<file path="config.mk">
export PLATFORM = sky130hd
export DESIGN_NAME = icache_way_ram
export DESIGN_NICKNAME = d
export VERILOG_FILES = /design/src/icache_way_ram.sv
export VERILOG_INCLUDE_DIRS = /design/src
export SDC_FILE = /design/constraint.sdc
export NUM_CORES = 2
export LEC_CHECK = 0
export ABC_AREA = 1
export BUFFER_PORTS_ARGS = -buffer_cell sky130_fd_sc_hd__buf_2
export CORE_ASPECT_RATIO = 2
export CORE_UTILIZATION = 35
export CTS_BUF_LIST = sky130_fd_sc_hd__clkbuf_4 sky130_fd_sc_hd__clkbuf_8
export DETAILED_ROUTE_END_ITERATION = 16
export GPL_TIMING_DRIVEN = 1
export MAX_ROUTING_LAYER = met4
export SLEW_MARGIN = 20
export SYNTH_ARGS = -nofsm -noshare
export SYNTH_HDL_FRONTEND = slang
export SYNTH_SLANG_ARGS = --single-unit
</file>
<file path="constraint.sdc">
create_clock -name clk -period 6.4 [get_ports clk]
set_clock_uncertainty 0.1 [all_clocks]
set_input_delay 0.64 -clock clk [delete_from_list [all_inputs] [get_ports clk]]
set_output_delay 0.64 -clock clk [all_outputs]
set_load 0.1 [all_outputs]
</file>
<file path="src/icache_defs.svh">
`ifndef ICACHE_DEFS_SVH
`define ICACHE_DEFS_SVH

`default_nettype none

// cache geometry
`define ICACHE_INDEX_W      6       // 64 sets
`define ICACHE_OFFSET_W     6       // 64-byte line
`define ICACHE_LINE_BITS    512

// burst length code n asks for n+1 beats
`define ICACHE_LEN_LINE     8'd15
`define ICACHE_LEN_UNCACHED 8'd1

// fetch address error
`define ICACHE_EXC_ADEF     7'h08

`default_nettype wire

`endif

</file>
<file path="src/icache_way_ram.sv">
`include "icache_defs.svh"
`default_nettype none

module icache_way_ram #(
    parameter type entry_t = logic [31:0]
) (
    input  wire logic                       clk,
    input  wire logic [`ICACHE_INDEX_W-1:0] i_raddr,
    output entry_t                          o_rdata,
    input  wire logic                       i_we,
    input  wire logic [`ICACHE_INDEX_W-1:0] i_waddr,
    input  wire entry_t                     i_wdata
);

    localparam int DEPTH = 1 << `ICACHE_INDEX_W;

    entry_t mem [DEPTH];

    always_ff @(posedge clk) begin
        if (i_we) begin
            mem[i_waddr] <= i_wdata;
        end
    end

    // registered read returns the old entry on a same-address write
    always_ff @(posedge clk) begin
        o_rdata <= mem[i_raddr];
    end

endmodule

`default_nettype wire

</file>
==> flow_summary.toml <==
[drt]
wl_per_cell_um = 23.7
vias_per_cell = 5.30
drc = 0
drt-total-wl_um = 239000
antenna_left = 0
dr.pass1.iters = 6
drt_iter0_markers = 4808
vias = 53400

[grt]
antenna_found_initial = 11
grtUsageTotal = 0.201
grt_use_met1 = 0.217
use_met2 = 0.368
first_global_vias = 52400
grt_overflow = 0
grt_busiest_layer = "met2"
grt_pass1_wl_um = 347000
grt_max_degree = 193
grtUsageMet3 = 0.0259

[yosys]
synth-seq-area-share = 0.751
ys_ff_latch = 2080
synth_area_sq_um = 82700
syn_nets = 6815
yosys_warnings = 0
synthCells = 6769
avgSynthCellArea_sq_um = 12.2
ys_types = 16

[worst_setup_path]
worstPathRequired_ns = 6.87
crit_path_start = "i_waddr[1]"
worstReg2RegStart = "mem[58][5]$_DFFE_PP_"
cp.arrival_ns = 3.62
cp_slowest_cell = "nor2_4"
cp_cell_sequence = "buf_2, inv_1, nand4_1, nor2_4, buf_4"
cp_max_fo = 18
worst-setup-path-type = "in -> reg"
critPathTopFamily = "simple AND/OR/NAND/NOR gates"
crit_buf_inv = 3
crit_path_max_incr_delay_ns = 1.17
end_kind = "flop"
cp-start-kind = "input pin"

[layout]
fillers = 22100
area_delta_synth_final_pct = 11.2
fin_util = 0.391
drive_above_1_share = 0.102
nNetsFinal = 6849
multi_input_area_sq_um = 18800
regArea_sq_um = 62100
mostFrequentLayoutCells = "2248 x nand2_1, 2048 x edfxtp_1, 1907 x nand3_1"
layout_commonest_cell = "nand2_1"

[run]
drv.max_cap_violation_count = 0

[sta]
fmax_ghz = 0.317
finalHoldViolations = 0
setup_tns_ns = 0
drv_slew = 0
timing.final.crit_share = 0.492
period_needed_ns = 3.15
rsz0062_at_grt = "no"
setup_ws_ns = 3.25
slew_headroom = 0.266
finalSetupViolCount = 0
tightest_slew_ns = 1.10

[cts]
cts_resized = 0
insertion_delay_ns = 0.96
clock_tree.buffer_depth = 4
cts-root-buf = "clkbuf_8"
clk_pin_slew_ns = 0.07
cts_tree = "built"
hold_buffers = 0
cts_buffers = 272
postCtsSetupBuffers = 0
h-tree-depth = 5
cts.sinks = 2080

[placement]
place_congestion = 0.829
io_buffers = 77
dpl.hpwl_um = 131000
pre_cts_slack_ns = 2.37

[floorplan]
die_area_sq_um = 238000
num_io_pins = 78
core_area_sq_um = 235000
die_h_um = 690
num_rows = 252
die_w_um = 346
start_util = 0.352

[worst_hold_path]
hp-start = "i_wdata[30]"
hold_path_class = "in -> reg"

[power]
irDropWorstVdd_mv = 0.146
p_leak_nw = 31.9
cellPowerDensity_nw_per_um2 = 295

[status]
status = "completed"
## state kept, by name (all words and copies together), names as in the netlist
name and cells:
o_rdata 32, mem 2048
## synthesized netlist by cell type
library cell	instances	area (sq um)
nor2_1	56	210
buf_4	45	338
buf_8	2	30.0
buf_6	3	33.8
inv_4	1	6.26
clkbuf_1	77	289
inv_1	9	33.8
nand4_1	9	56.3
buf_2	282	1410
dfxtp_1	32	641
edfxtp_1	2048	61500
nand3_1	1907	9540
inv_2	2	7.51
nand2_1	2248	8440
nor4_1	8	50.1
buf_1	40	150
## kinds of logic (layout without fill, tap and decap cells)
group | after synthesis | after routing | share of synthesized area
buffers and inverters | 461 | 706 | 0.0278
other | 0 | 10 | 0
and+or+nand+nor | 4228 | 4228 | 0.221
DFF | 2080 | 2080 | 0.751
## through the flow
stage	cell area (sq um)	total power (W)	hold WS, ns	cells
after floorplan	82700	0.0165	0.621	6769
after global placement	86500	0.0173	0.687	9576
after detailed placement	86500	0.0173	0.680	9576
after CTS	91900	0.0273	0.123	10100
after global routing	92000	0.0279	0.0219	10100
final	92000	0.0271	0.0134	10100
## worst paths after layout
kind | end | cells past startpoint | slack [ns]
min reg2reg | o_rdata[15]$_DFF_P_ | 8 | 0.66
max reg2reg | o_rdata[5]$_DFF_P_ | 8 | 4.79
min | mem[1][30]$_DFFE_PP_ | 1 | 0.01
max | mem[4][23]$_DFFE_PP_ | 5 | 3.25
## area by class of cell
cell class	count	area share
repair buffers	209	0.0187
clock buffers	369	0.0496
multi-input cells	4228	0.204
flip-flops and latches	2080	0.676
diodes	10	0.000272
well taps	3048	0.0415
clock inverters	116	0.00932
inverters	12	0.000898
## where the power goes
group | switching [W] | internal, W
Combinational | 0.00145 | 0.000393
Clock | 0.00499 | 0.00515
Sequential | 0.0000794 | 0.0151
Total | 0.00651 | 0.0206
## metal layers
metal  part of all wire  wire (um)
met5                  0          0
met1               0.36      85700
met3              0.061      14600
met4              0.045      10700
met2               0.53     128000
No activity file was read; power rests on OpenSTA's default activity.
