[config.mk]
export PLATFORM = sky130hd
export DESIGN_NAME = icache_lru
export DESIGN_NICKNAME = d
export VERILOG_FILES = /design/src/icache_addr_pkg.sv /design/src/icache_lru.sv
export VERILOG_INCLUDE_DIRS = /design/src
export SDC_FILE = /design/constraint.sdc
export NUM_CORES = 1
export LEC_CHECK = 0
export ABC_AREA = 0
export BUFFER_PORTS_ARGS = -buffer_cell sky130_fd_sc_hd__buf_2
export CAP_MARGIN = 20
export CORE_AREA = 2 2 79 81
export CTS_CLUSTER_SIZE = 14
export DETAILED_ROUTE_END_ITERATION = 8
export DIE_AREA = 0 0 81 83
export PLACE_DENSITY = 0.76
export SLEW_MARGIN = 20
export SYNTH_ARGS = -nofsm -noshare
export SYNTH_HDL_FRONTEND = slang
export SYNTH_SLANG_ARGS = --single-unit
[constraint.sdc]
create_clock -name clk -period 2.1 [get_ports clk]
set_clock_uncertainty 0.2 [all_clocks]
set_input_delay 0.105 -clock clk [delete_from_list [all_inputs] [get_ports clk]]
set_output_delay 0.105 -clock clk [all_outputs]
set_load 0.02 [all_outputs]
[src/icache_defs.svh]
`ifndef ICACHE_DEFS_SVH
`define ICACHE_DEFS_SVH

`default_nettype none

// cache geometry
`define ICACHE_INDEX_W      6       // 64 sets
`define ICACHE_OFFSET_W     6       // 64-byte line
`define ICACHE_LINE_BITS    512

// burst length code n asks for n+1 beats
`define ICACHE_LEN_LINE     8'd15
`define ICACHE_LEN_UNCACHED 8'd1

// fetch address error
`define ICACHE_EXC_ADEF     7'h08

`default_nettype wire

`endif

[src/icache_addr_pkg.sv]
`include "icache_defs.svh"
`default_nettype none

package icache_addr_pkg;

    localparam int TAG_W   = 32 - `ICACHE_INDEX_W - `ICACHE_OFFSET_W;
    localparam int CHUNK_W = `ICACHE_OFFSET_W - 3;   // 8-byte chunks in a line

    typedef logic [TAG_W-1:0]             tag_t;
    typedef logic [`ICACHE_INDEX_W-1:0]   index_t;
    typedef logic [CHUNK_W-1:0]           chunk_sel_t;
    typedef logic [`ICACHE_LINE_BITS-1:0] line_t;
    typedef logic                         way_t;

    // fetch or one of the two invalidates
    typedef enum logic [1:0] {
        OP_FETCH   = 2'd0,
        OP_IDX_INV = 2'd1,   // way from vaddr[0]
        OP_HIT_INV = 2'd2
    } cacop_e;

endpackage

`default_nettype wire

[src/icache_lru.sv]
`default_nettype none

module icache_lru (
    input  wire logic                    clk,
    input  wire logic                    rstn,
    input  wire icache_addr_pkg::index_t i_index,
    input  wire logic                    i_touch,
    input  wire icache_addr_pkg::way_t   i_way,
    output icache_addr_pkg::way_t        o_victim
);

    import icache_addr_pkg::*;

    localparam int SETS = 1 << $bits(index_t);

    logic [SETS-1:0] mru_q;   // last way used per set

    always_ff @(posedge clk) begin
        if (!rstn) begin
            mru_q <= '0;
        end else if (i_touch) begin
            mru_q[i_index] <= i_way;
        end
    end

    // two ways, so the victim is simply the other one
    assign o_victim = way_t'(~mru_q[i_index]);

endmodule

`default_nettype wire

==> summary.md <==
| Metric | Value |
|---|---|
| Status | finished with violations |
| Violated checks | negative setup slack |
| Switch Pwr | 0.000710 W |
| Setup Buffers After CTS | 0 |
| Min-Delay Endpoint | mru_q[6]$_SDFFE_PN0P_ |
| R2r worst-path depth | 2 |
| Crit-path max cell delay | 0.46 ns |
| Crit Path Class | reg2out |
| WHS Path Cells | 2 |
| Worst hold path type | in2reg |
| DP Cell Count | 494 |
| Max reg flops | 64 |
| Dominant cell type by area after synthesis | dfxtp_1 |
| CP cell instances | mux4_2 > mux2i_1 > a2111oi_4 > nand4b_1 > buf_4 |
| Primary FF master, synth | dfxtp_1 |
| Unique masters post-synth | 50 |
| Fin crit share | 1.01 |
| Clock buffer depth | 2 |
| Max-Cap Viols | 0 |
| Vias per Instance | 6.65 |
| Crit path DAT | 1.83 ns |
| CTS Hold Bufs | 0 |
| Slew Limit Headroom | 0.578 |
| Layout net count | 440 |
| Syn_area_per_cell | 8.48 um^2 |
| # IOs | 11 |
| Max rail drop VDD | 0.602 mV |
| First-pass GRT wire length | 16.7 mm |
| Post-Syn Area | 3450 um^2 |
| Mapped Nets | 417 |
| Vias | 3394 |
| Post-synth top cells | nand3_1, o21ai_0, dfxtp_1, a21boi_0, clkbuf_1 |
| Largest net degree at the start of global routing | 35 |
| CP top delay family | multiplexers |
| Gate Count Post-Synth | 407 |
| IO Port Bufs | 10 |
| Switch share | 0.237 |
| CTS root buffer | clkbuf_8 |
| Final Core Density | 0.699 |
| Fmax | 469 MHz |
| Die area | 6720 um^2 |
| Worst Hold Launch | rstn |
| Die X | 81 um |
| RR Endpoint | mru_q[56]$_SDFFE_PN0P_ |
| Top flop regs | mru_q x64 |
| Synth area leaders | dfxtp_1, a21boi_0, nand3_1, o21ai_0, mux4_2 |
| Data required, critical path | 1.79 ns |
| H-tree depth | 3 |
| Area grow syn2layout | 17.7% |
| Internal power | 0.00229 W |
| Core Footprint | 5820 um^2 |
| Initial core utilization | 0.594 |
| Remaining global-route overflow | 0 |
| ANT cells | 0 |
| Wire per inst | 20.3 um |
| Crit-path max FO | 2 |
| CP Capture Type | output pin |
| Share of cells above drive strength 1 | 0.234 |
| Num rows | 28 |
| Pre-antenna DRT Iters | 5 |
| Startpoint types | register |
| Largest Register | mru_q |
| LEAKAGE | 1.35 nW |
| Finished Layout Cells | 510 |
| CTS Sinks | 64 |
| Sequential Power Share | 0.407 |
| GP Congestion | 0.880 |
| # fillers | 459 |
| Vias in the first global route | 3222 |
| Top-count cell post-synth | nand3_1 |
| Fin worst setup slack | -0.0302 ns |
| Final-report hold violation count | 0 |
| Combinational power share | 0.111 |
| Min Tclk post-route | 2.13 ns |
| Actual slew at the worst max-slew pin | 0.633 ns |
| CTS tree | yes |
| Post-DRT Antenna Nets | 0 |
| Die Y-Extent | 83 um |
| Endpoints failing setup | 1 |
| Pwr/cell area | 738 nW/um^2 |
| HPWL after detailed placement | 6.72 mm |
| Initial antenna violation count | 0 |
| Total CTS buffers | 9 |
| Post-synth EDFFs | 0 |
| RR Startpoint | mru_q[56]$_SDFFE_PN0P_ |
| CP Buf/Inv Count | 1 |
| Clock power share | 0.482 |
| Top cell type's share of synthesized area | 0.371 |
| Final slew viol count | 0 |
| Worst path slowest cell | mux4_2 |
| CP startpoint | mru_q[22]$_SDFFE_PN0P_ |
| Clk_lat worst skew | 0.34 ns |
| DR DRC count | 0 |
| Overall routing resource usage | 0.323 |
| Seq cells post-synth | 64 |
| RSZ-0062 raised after global routing | yes |
| Register area share after synthesis | 0.371 |
| Async SR Flop Fraction | 0 |
| Synthesis warning total | 0 |
| Final wirelength | 10.4 mm |
| FF-to-FF setup slack | 1.17 ns |
| DR iter-0 viols | 441 |
| Clock-pin transition on the worst setup and hold timing paths | 0.08 ns |
| Pre-CTS WS | 0.0688 ns |
## cells in the final DEF, fill, tap and decap left out, drive strengths merged, types with 2 or more instances in the layout
cell type,n
o21ai,72
nand3,69
a21boi,64
dfxtp,64
buf,49
nand2,13
clkbuf,11
nor2,11
nor3b,10
nor3,9
mux4,6
and3b,6
o221ai,4
mux2i,4
nor2b,4
bufinv,4
nand2b,3
or3b,3
a2111oi,3
inv,3
and3,3
or2,2
o21bai,2
a41oi,2
## how the worst max path moves through the flow
stage | cells after the start | end | slack [ns]
finish | 5 | o_victim | -0.03
global route | 6 | o_victim | -0.11
CTS | 6 | o_victim | -0.04
detailed placement | 6 | mru_q[35]$_SDFFE_PN0P_ | 0.07
global placement | 7 | o_victim | 0.15
floorplan | 7 | o_victim | 0.46
## stage by stage
step           power, W  setup TNS, ns  hold slack [ns]  cell area, um^2
2_1_floorplan   0.00145              0            0.242             3450
3_3_place_gp    0.00156              0            0.259             3740
3_5_place_dp    0.00156              0            0.266             3740
4_1_cts         0.00298        -0.0413           0.0601             4050
5_1_grt         0.00307         -0.106           0.0889             4060
6_report        0.00300        -0.0302           0.0675             4060
## power by group through the flow
stage / logic (W) / clock network, W / registers, W
final: 0.000332 / 0.00145 / 0.00122
after global routing: 0.000352 / 0.00150 / 0.00122
after CTS: 0.000320 / 0.00144 / 0.00122
after detailed placement: 0.000310 / 0 / 0.00125
after global placement: 0.000307 / 0 / 0.00125
after floorplan: 0.000205 / 0 / 0.00125
## kinds of logic (layout without fill, tap and decap cells)
| kind of cell | count (synthesis) | after routing | synth area share |
|---|---|---|---|
| AND/OR/NAND/NOR | 138 | 138 | 0.227 |
| multiplexers | 10 | 10 | 0.0507 |
| flip-flops | 64 | 64 | 0.371 |
| AO/OA/AOI/OAI | 155 | 155 | 0.291 |
| buffers and inverters | 40 | 68 | 0.0601 |
## cell type report
class	instances	area (um^2)	share of cell area
inverter	3	11.3	0.00277
sequential	64	1290	0.317
multi-input combinational	303	2000	0.493
clock inverter	5	128	0.0314
tap	75	93.8	0.0231
timing repair buffer	49	395	0.0973
clock buffer	11	141	0.0348
## worst register-to-register path: cells and delay by family (launching register included)
kind / cells / cell delay, ns
flops: 1 / 0.35
compound gates: 2 / 0.30
## routing by layer
metal	share of wire	global-route usage	routed length, um
met1	0.40	0.450	4180
met2	0.47	0.488	4870
met3	0.096	0.0685	993
met4	0.030	0.125	314
met5	0	0	0
## repair_timing
item | 4_1_cts | 5_1_grt
setup endpoints to repair | 1 | 1
gates resized for setup | 9 | 7
pin swaps | 5 | 2
Note: power is estimated with default switching activity, not from simulation.
