### src/icache_defs.svh
`ifndef ICACHE_DEFS_SVH
`define ICACHE_DEFS_SVH

`default_nettype none

// cache geometry
`define ICACHE_INDEX_W      6       // 64 sets
`define ICACHE_OFFSET_W     6       // 64-byte line
`define ICACHE_LINE_BITS    512

// burst length code n asks for n+1 beats
`define ICACHE_LEN_LINE     8'd15
`define ICACHE_LEN_UNCACHED 8'd1

// fetch address error
`define ICACHE_EXC_ADEF     7'h08

`default_nettype wire

`endif

### src/icache_addr_pkg.sv
`include "icache_defs.svh"
`default_nettype none

package icache_addr_pkg;

    localparam int TAG_W   = 32 - `ICACHE_INDEX_W - `ICACHE_OFFSET_W;
    localparam int CHUNK_W = `ICACHE_OFFSET_W - 3;   // 8-byte chunks in a line

    typedef logic [TAG_W-1:0]             tag_t;
    typedef logic [`ICACHE_INDEX_W-1:0]   index_t;
    typedef logic [CHUNK_W-1:0]           chunk_sel_t;
    typedef logic [`ICACHE_LINE_BITS-1:0] line_t;
    typedef logic                         way_t;

    // fetch or one of the two invalidates
    typedef enum logic [1:0] {
        OP_FETCH   = 2'd0,
        OP_IDX_INV = 2'd1,   // way from vaddr[0]
        OP_HIT_INV = 2'd2
    } cacop_e;

endpackage

`default_nettype wire

### src/icache_lookup.sv
`default_nettype none

module icache_lookup (
    input  wire logic                       clk,
    input  wire logic                       rstn,
    input  wire icache_addr_pkg::tag_t      i_tag,
    input  wire icache_addr_pkg::index_t    i_index,
    input  wire icache_addr_pkg::tag_t      i_tag_rd0,
    input  wire icache_addr_pkg::tag_t      i_tag_rd1,
    input  wire icache_addr_pkg::line_t     i_line_rd0,
    input  wire icache_addr_pkg::line_t     i_line_rd1,
    input  wire logic [1:0]                 i_set_valid,
    input  wire logic [1:0]                 i_clear_valid,
    input  wire icache_addr_pkg::line_t     i_refill_line,
    input  wire logic                       i_from_refill,
    input  wire icache_addr_pkg::chunk_sel_t i_chunk,
    output logic [1:0]                      o_hit,
    output logic [63:0]                     o_data
);

    import icache_addr_pkg::*;

    localparam int SETS = 1 << $bits(index_t);

    logic [SETS-1:0] valid_q [2];
    line_t           refill_q;   // line from the handshake cycle
    line_t           sel_line;

    always_ff @(posedge clk) begin
        if (!rstn) begin
            valid_q[0] <= '0;
            valid_q[1] <= '0;
        end else begin
            for (int w = 0; w < 2; w++) begin
                if (i_set_valid[w]) begin
                    valid_q[w][i_index] <= 1'b1;
                end else if (i_clear_valid[w]) begin
                    valid_q[w][i_index] <= 1'b0;
                end
            end
        end
    end

    always_ff @(posedge clk) begin
        refill_q <= i_refill_line;
    end

    assign o_hit[0] = valid_q[0][i_index] && (i_tag_rd0 == i_tag);
    assign o_hit[1] = valid_q[1][i_index] && (i_tag_rd1 == i_tag);

    always_comb begin
        if (i_from_refill) begin
            sel_line = refill_q;
        end else if (o_hit[1]) begin
            sel_line = i_line_rd1;
        end else begin
            sel_line = i_line_rd0;   // way 0 or don't care
        end
    end

    assign o_data = sel_line[{i_chunk, 6'd0} +: 64];

endmodule

`default_nettype wire

### config.mk
export PLATFORM = sky130hd
export DESIGN_NAME = icache_lookup
export DESIGN_NICKNAME = d
export VERILOG_FILES = /design/src/icache_addr_pkg.sv /design/src/icache_lookup.sv
export VERILOG_INCLUDE_DIRS = /design/src
export SDC_FILE = /design/constraint.sdc
export NUM_CORES = 2
export LEC_CHECK = 0
export ABC_AREA = 1
export BUFFER_PORTS_ARGS = -buffer_cell sky130_fd_sc_hd__buf_2
export CORE_AREA = 2 2 659 661
export CTS_CLUSTER_SIZE = 8
export DETAILED_ROUTE_END_ITERATION = 7
export DIE_AREA = 0 0 661 663
export MAX_ROUTING_LAYER = met4
export PLACE_DENSITY = 0.3
export SLEW_MARGIN = 15
export SYNTH_ARGS = -nofsm -noshare
export SYNTH_HDL_FRONTEND = slang
export SYNTH_SLANG_ARGS = --single-unit
### constraint.sdc
create_clock -name clk -period 4.64 [get_ports clk]
set_input_delay 1.16 -clock clk [delete_from_list [all_inputs] [get_ports clk]]
set_output_delay 1.16 -clock clk [all_outputs]
set_load 0.02 [all_outputs]
==> flow_summary_export.csv <==
group,metric,value,unit
placement,postPlaceCellArea,53700,µm²
route,detailedRoute.firstIterationViolations,3841,
sta,whs,0.356,ns
finish,drive_gt1_share,42.0,%
sta,worst_slew_pin_slew,0.820,ns
clocking,buffer_levels_on_the_longest_clock_path,4,
synth,yosys.cell_count.top_type,"sky130_fd_sc_hd__nand3_1",
global_routing,grt_pass1_wl,504000,µm
sta,rsz0062_at_grt,"yes",
die,std_cell_rows,242,
synth,average_instance_area_after_synthesis,6.33,µm²
route,detail_route.wl_per_cell,30.5,µm
global_routing,grt_max_degree,71,
placement,port_buffers,1677,
finish,layout_area_overhead,88.2,%
sta,worst_path_setup_slack_after_routing,-0.545,ns
clocking,htree_levels,3,
sta,skew,0,ns
setup_path,timing.rr.end,"valid_q[1][60]",
synth,proportion_of_synthesized_flip_flops_having_asynchronous_set_or_reset,0,%
global_routing,met3_usage,5.69,%
route,detail_route.drc_violations,0,
synth,synth_edf_count,64,
clocking,root_buffer,"sky130_fd_sc_hd__clkbuf_16",
outcome,outcome,"complete, but fails checks",
route,detail_route.wirelength,410000,µm
sta,max_slew_violation_count,0,
sta,hold_viol,0,
hold_path,min_from,"i_refill_line[180]",
synth,synth.top_cells.by_area,"sky130_fd_sc_hd__dfxtp_1 (34%), sky130_fd_sc_hd__nand3_1 (21%), sky130_fd_sc_hd__nand2_1 (14%)",
pwr,static-leakage-power,0.0281,µW
synth,synth_ff_type,"sky130_fd_sc_hd__dfxtp_1",
synth,synth_largest_type_area_fraction,33.7,%
die,fp.coreArea,432000,µm²
setup_path,crit_path_max_fanout,8,
die,design.die.area,438000,µm²
setup_path,cp.required,3.48,ns
clocking,cts.clk_slew.worst_paths,0.06,ns
global_routing,first_global_vias,46900,
global_routing,grt_use_met1,22.1,%
synth,ys_types,36,
global_routing,gr-total-overflow,0,
setup_path,crit_path_frequent_cell,"sky130_fd_sc_hd__nand2_1",
setup_path,minimum_setup_slack_among_reg_to_reg_paths,3.96,ns
synth,yosys_warnings,0,
clocking,clkLatencyLatePin,0.87,ns
finish,fin_nets,8959,
sta,layout_worst_path_cycle_share,112,%
setup_path,reg2reg_depth,1,
die,die_height,663,µm
setup_path,timing.critical_path.arrival,4.03,ns
placement,globalplace.congestion,0.913,
setup_path,crit_path_cell_trace,"clkbuf_16 > buf_16 > or2_0 > nand3_1 > nand2_1 > o21ai_2 > nand2_2 > nor2_4 > nand2_8 > nand2_8 > buf_16 > buf_12 > buf_4 > nand2_1 > nand3_2 > nand2_1 > nand3_1 > nand3_1 > nand2_1 > buf_4",
sta,max_slew_margin_vs_limit,45.3,%
global_routing,antenna_found_initial,347,
sta,setup_tns,-27.37,ns
setup_path,critical-path-slowest-cell,"sky130_fd_sc_hd__nand2_1",
outcome,violations_in_the_final_reports,"setup timing",
sta,setup_violations,64,
clocking,cts_inserted_buffers,108,
synth,synth.ff_latch_count,640,
clocking,tritoncts_num_sinks,640,
placement,detailedPlacementHpwl,340000,µm
setup_path,longest_individual_stage_delay_on_the_worst_path,0.21,ns
setup_path,worst_setup_path_start_kind,"input port",
job,drv_cap,0,
clocking,cts_tree,"yes",
setup_path,setup.worst_path.end_class,"primary output",
pwr,vdd.ir_drop.worst,0.000307,V
global_routing,grt_most_used_layer,"met2",
synth,syn-instance-count,5409,
die,pin_count,1678,
synth,synth_area,34300,µm²
finish,final_area,64500,µm²
die,horizontal_die_dimension,661,µm
sta,final.min_clock_period,5.19,ns
global_routing,gr-usage-met2,28.9,%
die,initial_core_util,7.93,%
sta,max_clock_freq,193,MHz
setup_path,worst-setup-path-type,"input port to primary output",
synth,synth.net_count,7021,
route,drtAntennaViolNets,0,
hold_path,holdCritPathClass,"input port to flip-flop",
global_routing,track_usage,18.2,%
setup_path,worst_setup_path_endpoint,"o_data[33]",
route,via_count,47700,
route,via_per_inst,3.55,
synth,sequential_share_of_the_synthesized_area,39.3,%
setup_path,regToRegStartpoint,"valid_q[1][60]",
synth,synth.top_cells.by_count,"sky130_fd_sc_hd__nand3_1 (1432), sky130_fd_sc_hd__nand2_1 (1267), sky130_fd_sc_hd__nor2_1 (1143)",
setup_path,worst_setup_path_startpoint,"i_index[0]",
route,first_pass_iters,6,
pwr,power_density,287,nW/µm²
synth,synth_area_leader_cell,"sky130_fd_sc_hd__dfxtp_1",
==> kinds of logic (layout without fill, tap and decap cells) <==
| group | Yosys count | count (layout) | share of synthesized area (%) |
|---|---|---|---|
| compound gates | 281 | 281 | 4.52 |
| other cells | 0 | 297 | 0 |
| xor+xnor | 35 | 35 | 0.895 |
| simple gates | 3885 | 3885 | 48.2 |
| flops | 640 | 640 | 39.3 |
| buf+inv | 568 | 2571 | 7.16 |
==> through the flow <==
stage	total power [µW]	std cells	util [%]	worst slack, ns
floorplan	7360	5409	-	0.468
global placement	10100	12800	12.4	-1.36
detailed placement	10100	12800	12.4	-1.29
CTS	18700	13100	14.1	-0.677
global route	19300	13400	14.9	-0.626
finish	18500	13400	14.9	-0.545
==> power by group <==
group,internal (µW),switching [µW]
clock network,4680,3390
logic,1740,2670
registers,5890,136
==> worst min path at each step <==
stage | end | cells after the start
3_5_place_dp | valid_q[1][23] | 2
6_report | refill_q[180] | 1
4_1_cts | refill_q[180] | 1
3_3_place_gp | valid_q[1][23] | 2
5_1_grt | refill_q[251] | 1
2_1_floorplan | valid_q[1][20] | 2
==> flip-flops by register name, summed over array words and instances, names as in the netlist <==
signal	count
valid_q	128
refill_q	512
==> layout by cell type (no fill, tap or decap), types with 5 or more instances in the layout <==
cell type,synthesis,final
sky130_fd_sc_hd__clkbuf_8,0,17
sky130_fd_sc_hd__xor2_1,9,9
sky130_fd_sc_hd__buf_16,0,49
sky130_fd_sc_hd__nor2_4,1,5
sky130_fd_sc_hd__clkbuf_16,0,127
sky130_fd_sc_hd__nor2_2,2,7
sky130_fd_sc_hd__nand3_4,0,70
sky130_fd_sc_hd__nand4_1,17,17
sky130_fd_sc_hd__buf_2,65,1608
sky130_fd_sc_hd__xnor2_1,26,26
sky130_fd_sc_hd__clkinv_2,0,10
sky130_fd_sc_hd__dfxtp_1,576,576
sky130_fd_sc_hd__clkbuf_1,268,29
sky130_fd_sc_hd__nor3_1,10,8
sky130_fd_sc_hd__diode_2,0,297
sky130_fd_sc_hd__a21oi_1,100,100
sky130_fd_sc_hd__edfxtp_1,64,64
sky130_fd_sc_hd__nand2_2,0,159
sky130_fd_sc_hd__a221oi_1,8,8
sky130_fd_sc_hd__o221a_2,10,10
sky130_fd_sc_hd__a22oi_1,9,9
sky130_fd_sc_hd__buf_8,0,26
sky130_fd_sc_hd__nand2_1,1267,1047
sky130_fd_sc_hd__nand2_8,0,10
sky130_fd_sc_hd__buf_6,10,92
sky130_fd_sc_hd__o21ai_0,142,140
sky130_fd_sc_hd__buf_4,43,284
sky130_fd_sc_hd__nand2_4,2,53
sky130_fd_sc_hd__nor2_1,1143,1134
sky130_fd_sc_hd__nand3_1,1432,997
sky130_fd_sc_hd__nand3_2,0,365
sky130_fd_sc_hd__inv_1,121,116
sky130_fd_sc_hd__buf_12,0,188
sky130_fd_sc_hd__inv_2,5,6
==> critical path: cells and delay by family <==
kind            cells  cell delay (ns)
simple gates       13             1.70
compound gates      1             0.16
buf+inv             6             0.94
==> per-layer routing <==
layer | up-vias | wire [µm]
met4 | 0 | 14000
met1 | 23000 | 173000
met2 | 2097 | 188000
li1 | 22000 | -
met3 | 687 | 34600
met5 | - | 0
==> final cells by class <==
class	count	area, µm²
well taps	5734	7170
clock buffers	155	3070
clock inverters	20	211
inverters	128	522
diodes	297	743
multi-input cells	4201	22100
repair inverters	1	11.3
flip-flops and latches	640	13500
fillers	50200	368000
repair buffers	2267	17200
==> timing repair <==
| item | 4_1_cts | 5_1_grt |
|---|---|---|
| pin swaps | 60 | 136 |
| hold buffers | 0 | 0 |
| cloned | 36 | 19 |
| endpoints found under the setup margin | 66 | 66 |
| gates resized for setup | 511 | 608 |
| setup buffers | 72 | 23 |
Note: power is estimated with default switching activity, not from simulation.
