==> config.mk <==
export PLATFORM = sky130hd
export DESIGN_NAME = icache_req_buf
export DESIGN_NICKNAME = d
export VERILOG_FILES = /design/src/icache_addr_pkg.sv /design/src/icache_bus_pkg.sv /design/src/icache_req_buf.sv
export VERILOG_INCLUDE_DIRS = /design/src
export SDC_FILE = /design/constraint.sdc
export NUM_CORES = 1
export LEC_CHECK = 0
export BUFFER_PORTS_ARGS = -buffer_cell sky130_fd_sc_hd__buf_2
export CELL_PAD_IN_SITES_DETAIL_PLACEMENT = 0
export CELL_PAD_IN_SITES_GLOBAL_PLACEMENT = 2
export CORE_MARGIN = 2
export CORE_UTILIZATION = 27
export DETAILED_ROUTE_END_ITERATION = 7
export HOLD_SLACK_MARGIN = 0.02
export PLACE_DENSITY_LB_ADDON = 0.1
export SLEW_MARGIN = 15
export SYNTH_ARGS = -nofsm -noshare
export SYNTH_HDL_FRONTEND = slang
export SYNTH_SLANG_ARGS = --single-unit
==> constraint.sdc <==
create_clock -name clk -period 1.32 [get_ports clk]
set_input_delay 0.132 -clock clk [delete_from_list [all_inputs] [get_ports clk]]
set_output_delay 0.132 -clock clk [all_outputs]
set_load 0.1 [all_outputs]
==> src/icache_defs.svh <==
`ifndef ICACHE_DEFS_SVH
`define ICACHE_DEFS_SVH

`default_nettype none

// cache geometry
`define ICACHE_INDEX_W      6       // 64 sets
`define ICACHE_OFFSET_W     6       // 64-byte line
`define ICACHE_LINE_BITS    512

// burst length code n asks for n+1 beats
`define ICACHE_LEN_LINE     8'd15
`define ICACHE_LEN_UNCACHED 8'd1

// fetch address error
`define ICACHE_EXC_ADEF     7'h08

`default_nettype wire

`endif

==> src/icache_addr_pkg.sv <==
`include "icache_defs.svh"
`default_nettype none

package icache_addr_pkg;

    localparam int TAG_W   = 32 - `ICACHE_INDEX_W - `ICACHE_OFFSET_W;
    localparam int CHUNK_W = `ICACHE_OFFSET_W - 3;   // 8-byte chunks in a line

    typedef logic [TAG_W-1:0]             tag_t;
    typedef logic [`ICACHE_INDEX_W-1:0]   index_t;
    typedef logic [CHUNK_W-1:0]           chunk_sel_t;
    typedef logic [`ICACHE_LINE_BITS-1:0] line_t;
    typedef logic                         way_t;

    // fetch or one of the two invalidates
    typedef enum logic [1:0] {
        OP_FETCH   = 2'd0,
        OP_IDX_INV = 2'd1,   // way from vaddr[0]
        OP_HIT_INV = 2'd2
    } cacop_e;

endpackage

`default_nettype wire

==> src/icache_bus_pkg.sv <==
`default_nettype none

package icache_bus_pkg;

    // fetch stage to cache
    typedef struct packed {
        logic [31:0]            vaddr;
        logic [31:0]            paddr;
        logic                   uncache;
        icache_addr_pkg::cacop_e op;
    } fetch_req_t;

    // cache to fetch stage, one per accepted request
    typedef struct packed {
        logic [63:0] data;   // two instructions
        logic [31:0] pc;
        logic [6:0]  exc;    // zero when no error
        logic        done;   // cache op finished
    } fetch_rsp_t;

    // read request to memory
    typedef struct packed {
        logic [31:0] addr;
        logic [7:0]  len;
    } mem_req_t;

endpackage

`default_nettype wire

==> src/icache_req_buf.sv <==
`include "icache_defs.svh"
`default_nettype none

module icache_req_buf (
    input  wire logic                       clk,
    input  wire logic                       rstn,
    input  wire logic                       i_load,
    input  wire icache_bus_pkg::fetch_req_t i_req,
    output icache_addr_pkg::index_t         o_index,
    output icache_addr_pkg::tag_t           o_tag,
    output icache_addr_pkg::chunk_sel_t     o_chunk,
    output logic                            o_uncache,
    output icache_addr_pkg::cacop_e         o_op,
    output logic [31:0]                     o_pc,
    output logic                            o_misaligned,
    output icache_bus_pkg::mem_req_t        o_mem_req
);

    import icache_addr_pkg::*;
    import icache_bus_pkg::*;

    logic        uncache_q;
    cacop_e      op_q;
    logic [31:0] vaddr_q;
    logic [31:0] paddr_q;

    always_ff @(posedge clk) begin
        if (!rstn) begin
            uncache_q <= 1'b0;
            op_q      <= OP_FETCH;
        end else if (i_load) begin
            uncache_q <= i_req.uncache;
            op_q      <= i_req.op;
        end
    end

    always_ff @(posedge clk) begin
        if (i_load) begin
            vaddr_q <= i_req.vaddr;
            paddr_q <= i_req.paddr;
        end
    end

    assign o_index   = vaddr_q[`ICACHE_OFFSET_W +: `ICACHE_INDEX_W];   // virtually indexed
    assign o_tag     = paddr_q[31 -: TAG_W];                           // physically tagged
    // uncached data lands in the top 64 bits of the returned line
    assign o_chunk   = uncache_q ? '1 : vaddr_q[`ICACHE_OFFSET_W-1:3];
    assign o_uncache = uncache_q;
    assign o_op      = op_q;
    assign o_pc      = vaddr_q;

    assign o_misaligned = (op_q == OP_FETCH) && (vaddr_q[1:0] != 2'b00);

    assign o_mem_req = mem_req_t'{
        addr: uncache_q ? {paddr_q[31:3], 3'b000}
                        : {paddr_q[31 -: TAG_W], o_index, {`ICACHE_OFFSET_W{1'b0}}},
        len:  uncache_q ? `ICACHE_LEN_UNCACHED : `ICACHE_LEN_LINE
    };

endmodule

`default_nettype wire

==> flow_metrics.tcl, run 1 <==
set metrics [dict create \
    status "complete, but fails checks" \
    violations "negative setup slack" \
    end_kind "output pin" \
    start_kind "flip-flop" \
    cts-root-buf "clkbuf_8" \
    dr.pass1.iters 4 \
    cts_tree "yes" \
    fin_util_pct 47.5 \
    skew_ns 0 \
    finalWirelength_mm 5.78 \
    power_density_mw_per_mm2 1610 \
    synthFlopType "edfxtp_1" \
    syn_inst 144 \
    clk_latency_ns 0.33 \
    viasPerCell 3.83 \
    rsz0062_at_grt "yes" \
    p_sw_share_pct 40.7 \
    nets 408 \
    yosys.area_share.simple_pct 2.74 \
    rows 35 \
    synth_compound_area_share_pct 0 \
    synth_edf_count 61 \
    io_buffers 163 \
    fmax_mhz 694 \
    yosysMostFrequentCell "edfxtp_1" \
    setup_viol_count_final 15 \
    power_w 0.00698 \
    synth_fa_ha_area_share_pct 0 \
    synth_top_area_share_pct 72.9 \
    grt_pass1_vias 1794 \
    h-tree-depth 3 \
    antenna_found_initial 0 \
    hpwlAfterDp_mm 3.92 \
    diodes 0 \
    clkPwrFrac_pct 26.9 \
    path_class "reg -> out" \
    dieArea_sq_mm 0.0101 \
    grt_max_degree 36 \
    cts-buffers-inserted 9 \
    setup_slack_ns -0.121 \
    worstMarginPinSlew_ns 0.515 \
    min_period_over_period_pct 109 \
    yosys.area_share.xor_xnor_pct 0 \
    synth_cell_types 14 \
    io_pins 175 \
    grt_pass1_wl_mm 8.54 \
    start_util_pct 27.5 \
    p_sw_w 0.00284 \
    wl_per_cell_microns 12.7 \
    ys_seq_area_share_pct 75.3 \
    hold_class "in -> reg" \
    gp_congestion 0.638 \
    peakVddDrop_mv 0.599 \
    period_needed_ns 1.44 \
    fp.dieW_microns 100 \
    finalHoldViolCount 0 \
    drt_iter0_drc 30 \
    syn_area_per_cell_sq_um 17.4 \
    clkTransAtPathRegs_ns 0.06 \
    crit_arrival_ns 1.31 \
    pwr-share-seq_pct 35.2 \
    synth_mux_area_share_pct 4.33 \
    fp.dieH_microns 100 \
    pwr-share-comb_pct 37.9 \
    ctsLongestPathBuffers 2 \
    slew_viol_final 0 \
    p_int_w 0.00414 \
    drc 0 \
    async_flop_share_pct 0 \
    crit_fanout 3 \
    ys_ff_latch 64 \
    ant_nets 0 \
    ys_top_cells_by_count "edfxtp_1, buf_4" \
    synth_top_family_by_area "buffers and inverters" \
    netlist_area_sq_mm 0.00251 \
    yosysTopAreaCell "edfxtp_1" \
    whs_path_depth 3 \
    ys_warn_count 0 \
    areaGrowthSynthToFinish_pct 73.0 \
    max_slew_margin_pct 65.9 \
    reg2reg_depth 4 \
    yosys-top-cells-area "edfxtp_1, buf_4, dfxtp_1, mux2_4, mux2_2" \
    p_leak_nw 1.92 \
    drive_above_1_share_pct 59.2 \
    grt_overflow_total 0 \
    maxCapViolations 0 \
    gr-usage-all-layers_pct 11.4 \
    num_vias 1741 \
    coreArea_sq_mm 0.00915 \
    clock_sinks 64 \
    cp.required_ns 1.19 \
]
==> area by class of cell <==
| type | count | area, sq um |
|---|---|---|
| inverter | 1 | 7.51 |
| tap | 111 | 139 |
| clock inverter | 3 | 65.1 |
| clock buffer | 13 | 159 |
| fill | 813 | 4810 |
| sequential | 64 | 1900 |
| multi-input combinational | 28 | 244 |
| timing repair buffer | 234 | 1840 |
==> sequential cells by signal (all words and copies together), names as in the netlist <==
name	count
o_op	2
paddr_q	29
o_pc	32
o_uncache	1
==> kinds of logic (layout without fill, tap and decap cells) <==
| kind of cell | Yosys count | in the layout |
|---|---|---|
| mux | 9 | 9 |
| buf+inv | 58 | 251 |
| flops | 64 | 64 |
| other cells | 2 | 8 |
| simple gates | 11 | 11 |
==> power by group through the flow <==
stage	registers, W	clock network, W	logic [W]
6_report	0.00246	0.00188	0.00265
5_1_grt	0.00248	0.00205	0.00271
4_1_cts	0.00246	0.00197	0.00264
3_3_place_gp	0.00251	0	0.00238
2_1_floorplan	0.00313	0	0.00153
3_5_place_dp	0.00251	0	0.00238
==> per-layer routing <==
| metal | GRT usage, % | wire length, microns | up-vias | part of all wire, % |
|---|---|---|---|---|
| met3 | 5.69 | 502 | 9 | 8.7 |
| met5 | 0 | 0 | - | 0 |
| li1 | - | - | 827 | - |
| met4 | 4.11 | 78 | 0 | 1.3 |
| met2 | 19.2 | 3010 | 101 | 52 |
| met1 | 12.5 | 2190 | 804 | 38 |
==> timing repair <==
item / 4_1_cts / 5_1_grt
endpoints found under the hold margin: 61 / 0
buffers inserted: 7 / 0
pin swaps: 3 / 1
hold buffers: 61 / 0
gates resized for setup: 31 / 14
endpoints found under the setup margin: 17 / 31
==> per-stage QoR <==
| step | worst slack [ns] | cells | instance area, sq um | setup TNS [ns] | hold slack (ns) |
|---|---|---|---|---|---|
| 6_report | -0.121 | 454 | 4350 | -1.29 | 0.0644 |
| 5_1_grt | -0.181 | 454 | 4350 | -2.22 | 0.0543 |
| 4_1_cts | -0.145 | 454 | 4310 | -1.64 | 0.0446 |
| 3_5_place_dp | 0.0923 | 370 | 3310 | 0 | 0.310 |
| 3_3_place_gp | 0.0962 | 370 | 3310 | 0 | 0.308 |
| 2_1_floorplan | -0.690 | 150 | 2660 | -4.11 | 0.231 |
==> cells in the final DEF (no fill, tap or decap), types with 4 or more instances in the layout <==
cell / count
buf_12: 19
conb_1: 8
edfxtp_1: 61
dlygate4sd3_1: 61
clkbuf_8: 11
clkbuf_4: 14
buf_2: 130
mux2_4: 6
buf_6: 4
buf_4: 6
==> critical path, cell delays in order (launching register included) <==
cell     delay, ns
dfxtp_4       0.35
buf_4         0.16
mux2_4        0.31
buf_12        0.17
==> worst paths after layout <==
kind / startpoint / endpoint / slack (ns)
hold / removal: i_req[2] / o_uncache / 0.06
setup reg to reg: o_uncache / o_uncache / 0.45
setup / recovery: o_uncache / o_mem_req[16] / -0.12
hold reg to reg: o_op[1] / o_op[1] / 0.59
Power figures use the tool's default switching activity.
==> inputs of run 2 (changes only) <==
--- a/config.mk
+++ b/config.mk
@@ -8,12 +8,13 @@
 export LEC_CHECK = 0
 export BUFFER_PORTS_ARGS = -buffer_cell sky130_fd_sc_hd__buf_2
 export CELL_PAD_IN_SITES_DETAIL_PLACEMENT = 0
-export CELL_PAD_IN_SITES_GLOBAL_PLACEMENT = 2
+export CELL_PAD_IN_SITES_GLOBAL_PLACEMENT = 1
 export CORE_MARGIN = 2
-export CORE_UTILIZATION = 27
+export CORE_UTILIZATION = 33
 export DETAILED_ROUTE_END_ITERATION = 7
 export HOLD_SLACK_MARGIN = 0.02
 export PLACE_DENSITY_LB_ADDON = 0.1
+export SKIP_CTS_REPAIR_TIMING = 1
 export SLEW_MARGIN = 15
 export SYNTH_ARGS = -nofsm -noshare
 export SYNTH_HDL_FRONTEND = slang
==> run 2 against run 1 <==
Against the previous run:
- global-route usage up 0.79 points
- largest cell class unchanged
- routed wire length up 1.9%
- via count down 1.6%
- cell count down 3.5%
- sequential share of layout area up 0.86 points
- highest routed layer unchanged
- first-iteration DRC count up 73%
- critical endpoint is now o_chunk[2]
- the run still ends with negative setup slack left
==> flow_metrics.tcl, run 2 (synthesized netlist as in run 1, its figures left out) <==
set metrics [dict create \
    status "complete, but fails checks" \
    violations "negative setup slack" \
    diodes 0 \
    io_pins 175 \
    grt_overflow_total 0 \
    critPathCapture "o_chunk[2]" \
    largest_reg_flops 32 \
    reg2reg_depth 4 \
    clkTransAtPathRegs_ns 0.07 \
    hold_class "in -> reg" \
    gp_congestion 0.669 \
    crit_arrival_ns 1.29 \
    coreArea_sq_mm 0.00733 \
    finalWirelength_mm 5.89 \
    cts_tree "yes" \
    hpwlAfterDp_mm 3.74 \
    hold_ws_ns 0.0402 \
    r2r_slack_ns 0.35 \
    drt_iter0_drc 52 \
    grt_max_degree 29 \
    crit_start "o_uncache" \
    dieArea_sq_mm 0.00833 \
    final_area_sq_mm 0.00427 \
    cts-root-buf "clkbuf_8" \
    drc 0 \
    num_vias 1713 \
    finalHoldViolCount 0 \
    io_buffers 163 \
    rows 31 \
    grt_pass1_vias 1460 \
    start_util_pct 34.3 \
    fmax_mhz 703 \
    gr-usage-all-layers_pct 12.2 \
    setup_viol_count_final 16 \
    layout.cells.most_common "buf_2" \
    nets 404 \
    period_needed_ns 1.42 \
    setup_slack_ns -0.103 \
    min_period_over_period_pct 108 \
    skew_ns 0 \
    ant_nets 0 \
    cp.required_ns 1.19 \
    path_class "reg -> out" \
    clk_latency_ns 0.34 \
    dr.pass1.iters 4 \
    reg2reg_from "o_uncache" \
    areaGrowthSynthToFinish_pct 69.8 \
    fp.dieH_microns 91.3 \
    cts-buffers-inserted 9 \
    slew_viol_final 0 \
    end_kind "output pin" \
    h-tree-depth 3 \
    ctsLongestPathBuffers 2 \
    grt_pass1_wl_mm 7.43 \
    antenna_found_initial 0 \
    dp_slack_ns 0.0932 \
    p_leak_nw 1.88 \
    clock_sinks 64 \
    dpl_cell_area_sq_mm 0.00331 \
    wl_per_cell_microns 13.4 \
    finalSetupTns_ns -1.39 \
    most-common-layout-cells "buf_2, dlygate4sd3_1, edfxtp_1, buf_12, clkbuf_4" \
    maxCapViolations 0 \
    fp.dieW_microns 91.3 \
    peakVddDrop_mv 0.845 \
    start_kind "flip-flop" \
    viasPerCell 3.91 \
    fin_util_pct 58.2 \
    drive_above_1_share_pct 59.6 \
    rr_endpoint "o_uncache" \
    crit_fanout 8 \
    rsz0062_at_grt "yes" \
    power_density_mw_per_mm2 1620 \
]
==> run 2: how the worst min path moves through the flow <==
stage	startpoint	endpoint	slack, ns	cells past startpoint
finish	rstn	o_op[0]	0.04	2
global placement	i_req[24]	paddr_q[21]	0.31	1
global route	rstn	o_op[0]	0.04	2
floorplan	i_req[35]	o_pc[0]	0.23	0
detailed placement	i_req[50]	o_pc[15]	0.31	1
CTS	i_req[20]	paddr_q[17]	-0.06	1
==> run 2: routing by layer <==
metal  routed length (microns)  track usage (%)
met5                         0                0
met4                       141             7.58
met3                       425             5.23
met2                      3210             20.2
met1                      2110             12.8
==> run 2: where the power goes <==
| group | switching (W) | internal [W] | leakage [nW] |
|---|---|---|---|
| sequential | 0.0000678 | 0.00240 | 0.623 |
| combinational | 0.00206 | 0.000552 | 1.15 |
| clock | 0.000782 | 0.00106 | 0.101 |
| total | 0.00291 | 0.00401 | 1.88 |
==> run 2: cell type report <==
| class | count | area [sq um] |
|---|---|---|
| Clock buffer | 9 | 124 |
| Clock inverter | 7 | 96.3 |
| Fill cell | 604 | 3070 |
| Inverter | 1 | 7.51 |
| Multi-Input combinational cell | 28 | 244 |
| Sequential cell | 64 | 1900 |
| Tap cell | 99 | 124 |
| Timing Repair Buffer | 230 | 1770 |
==> run 2: through the flow <==
stage | cells | power, W
floorplan | 150 | 0.00466
global placement | 359 | 0.00489
detailed placement | 359 | 0.00489
CTS | 375 | 0.00676
global route | 438 | 0.00713
finish | 438 | 0.00692
==> run 2: worst max-delay path, stage by stage (launching register included) <==
cell	delay (ns)
dfxtp_4	0.40
buf_6	0.15
or2_4	0.23
buf_12	0.16
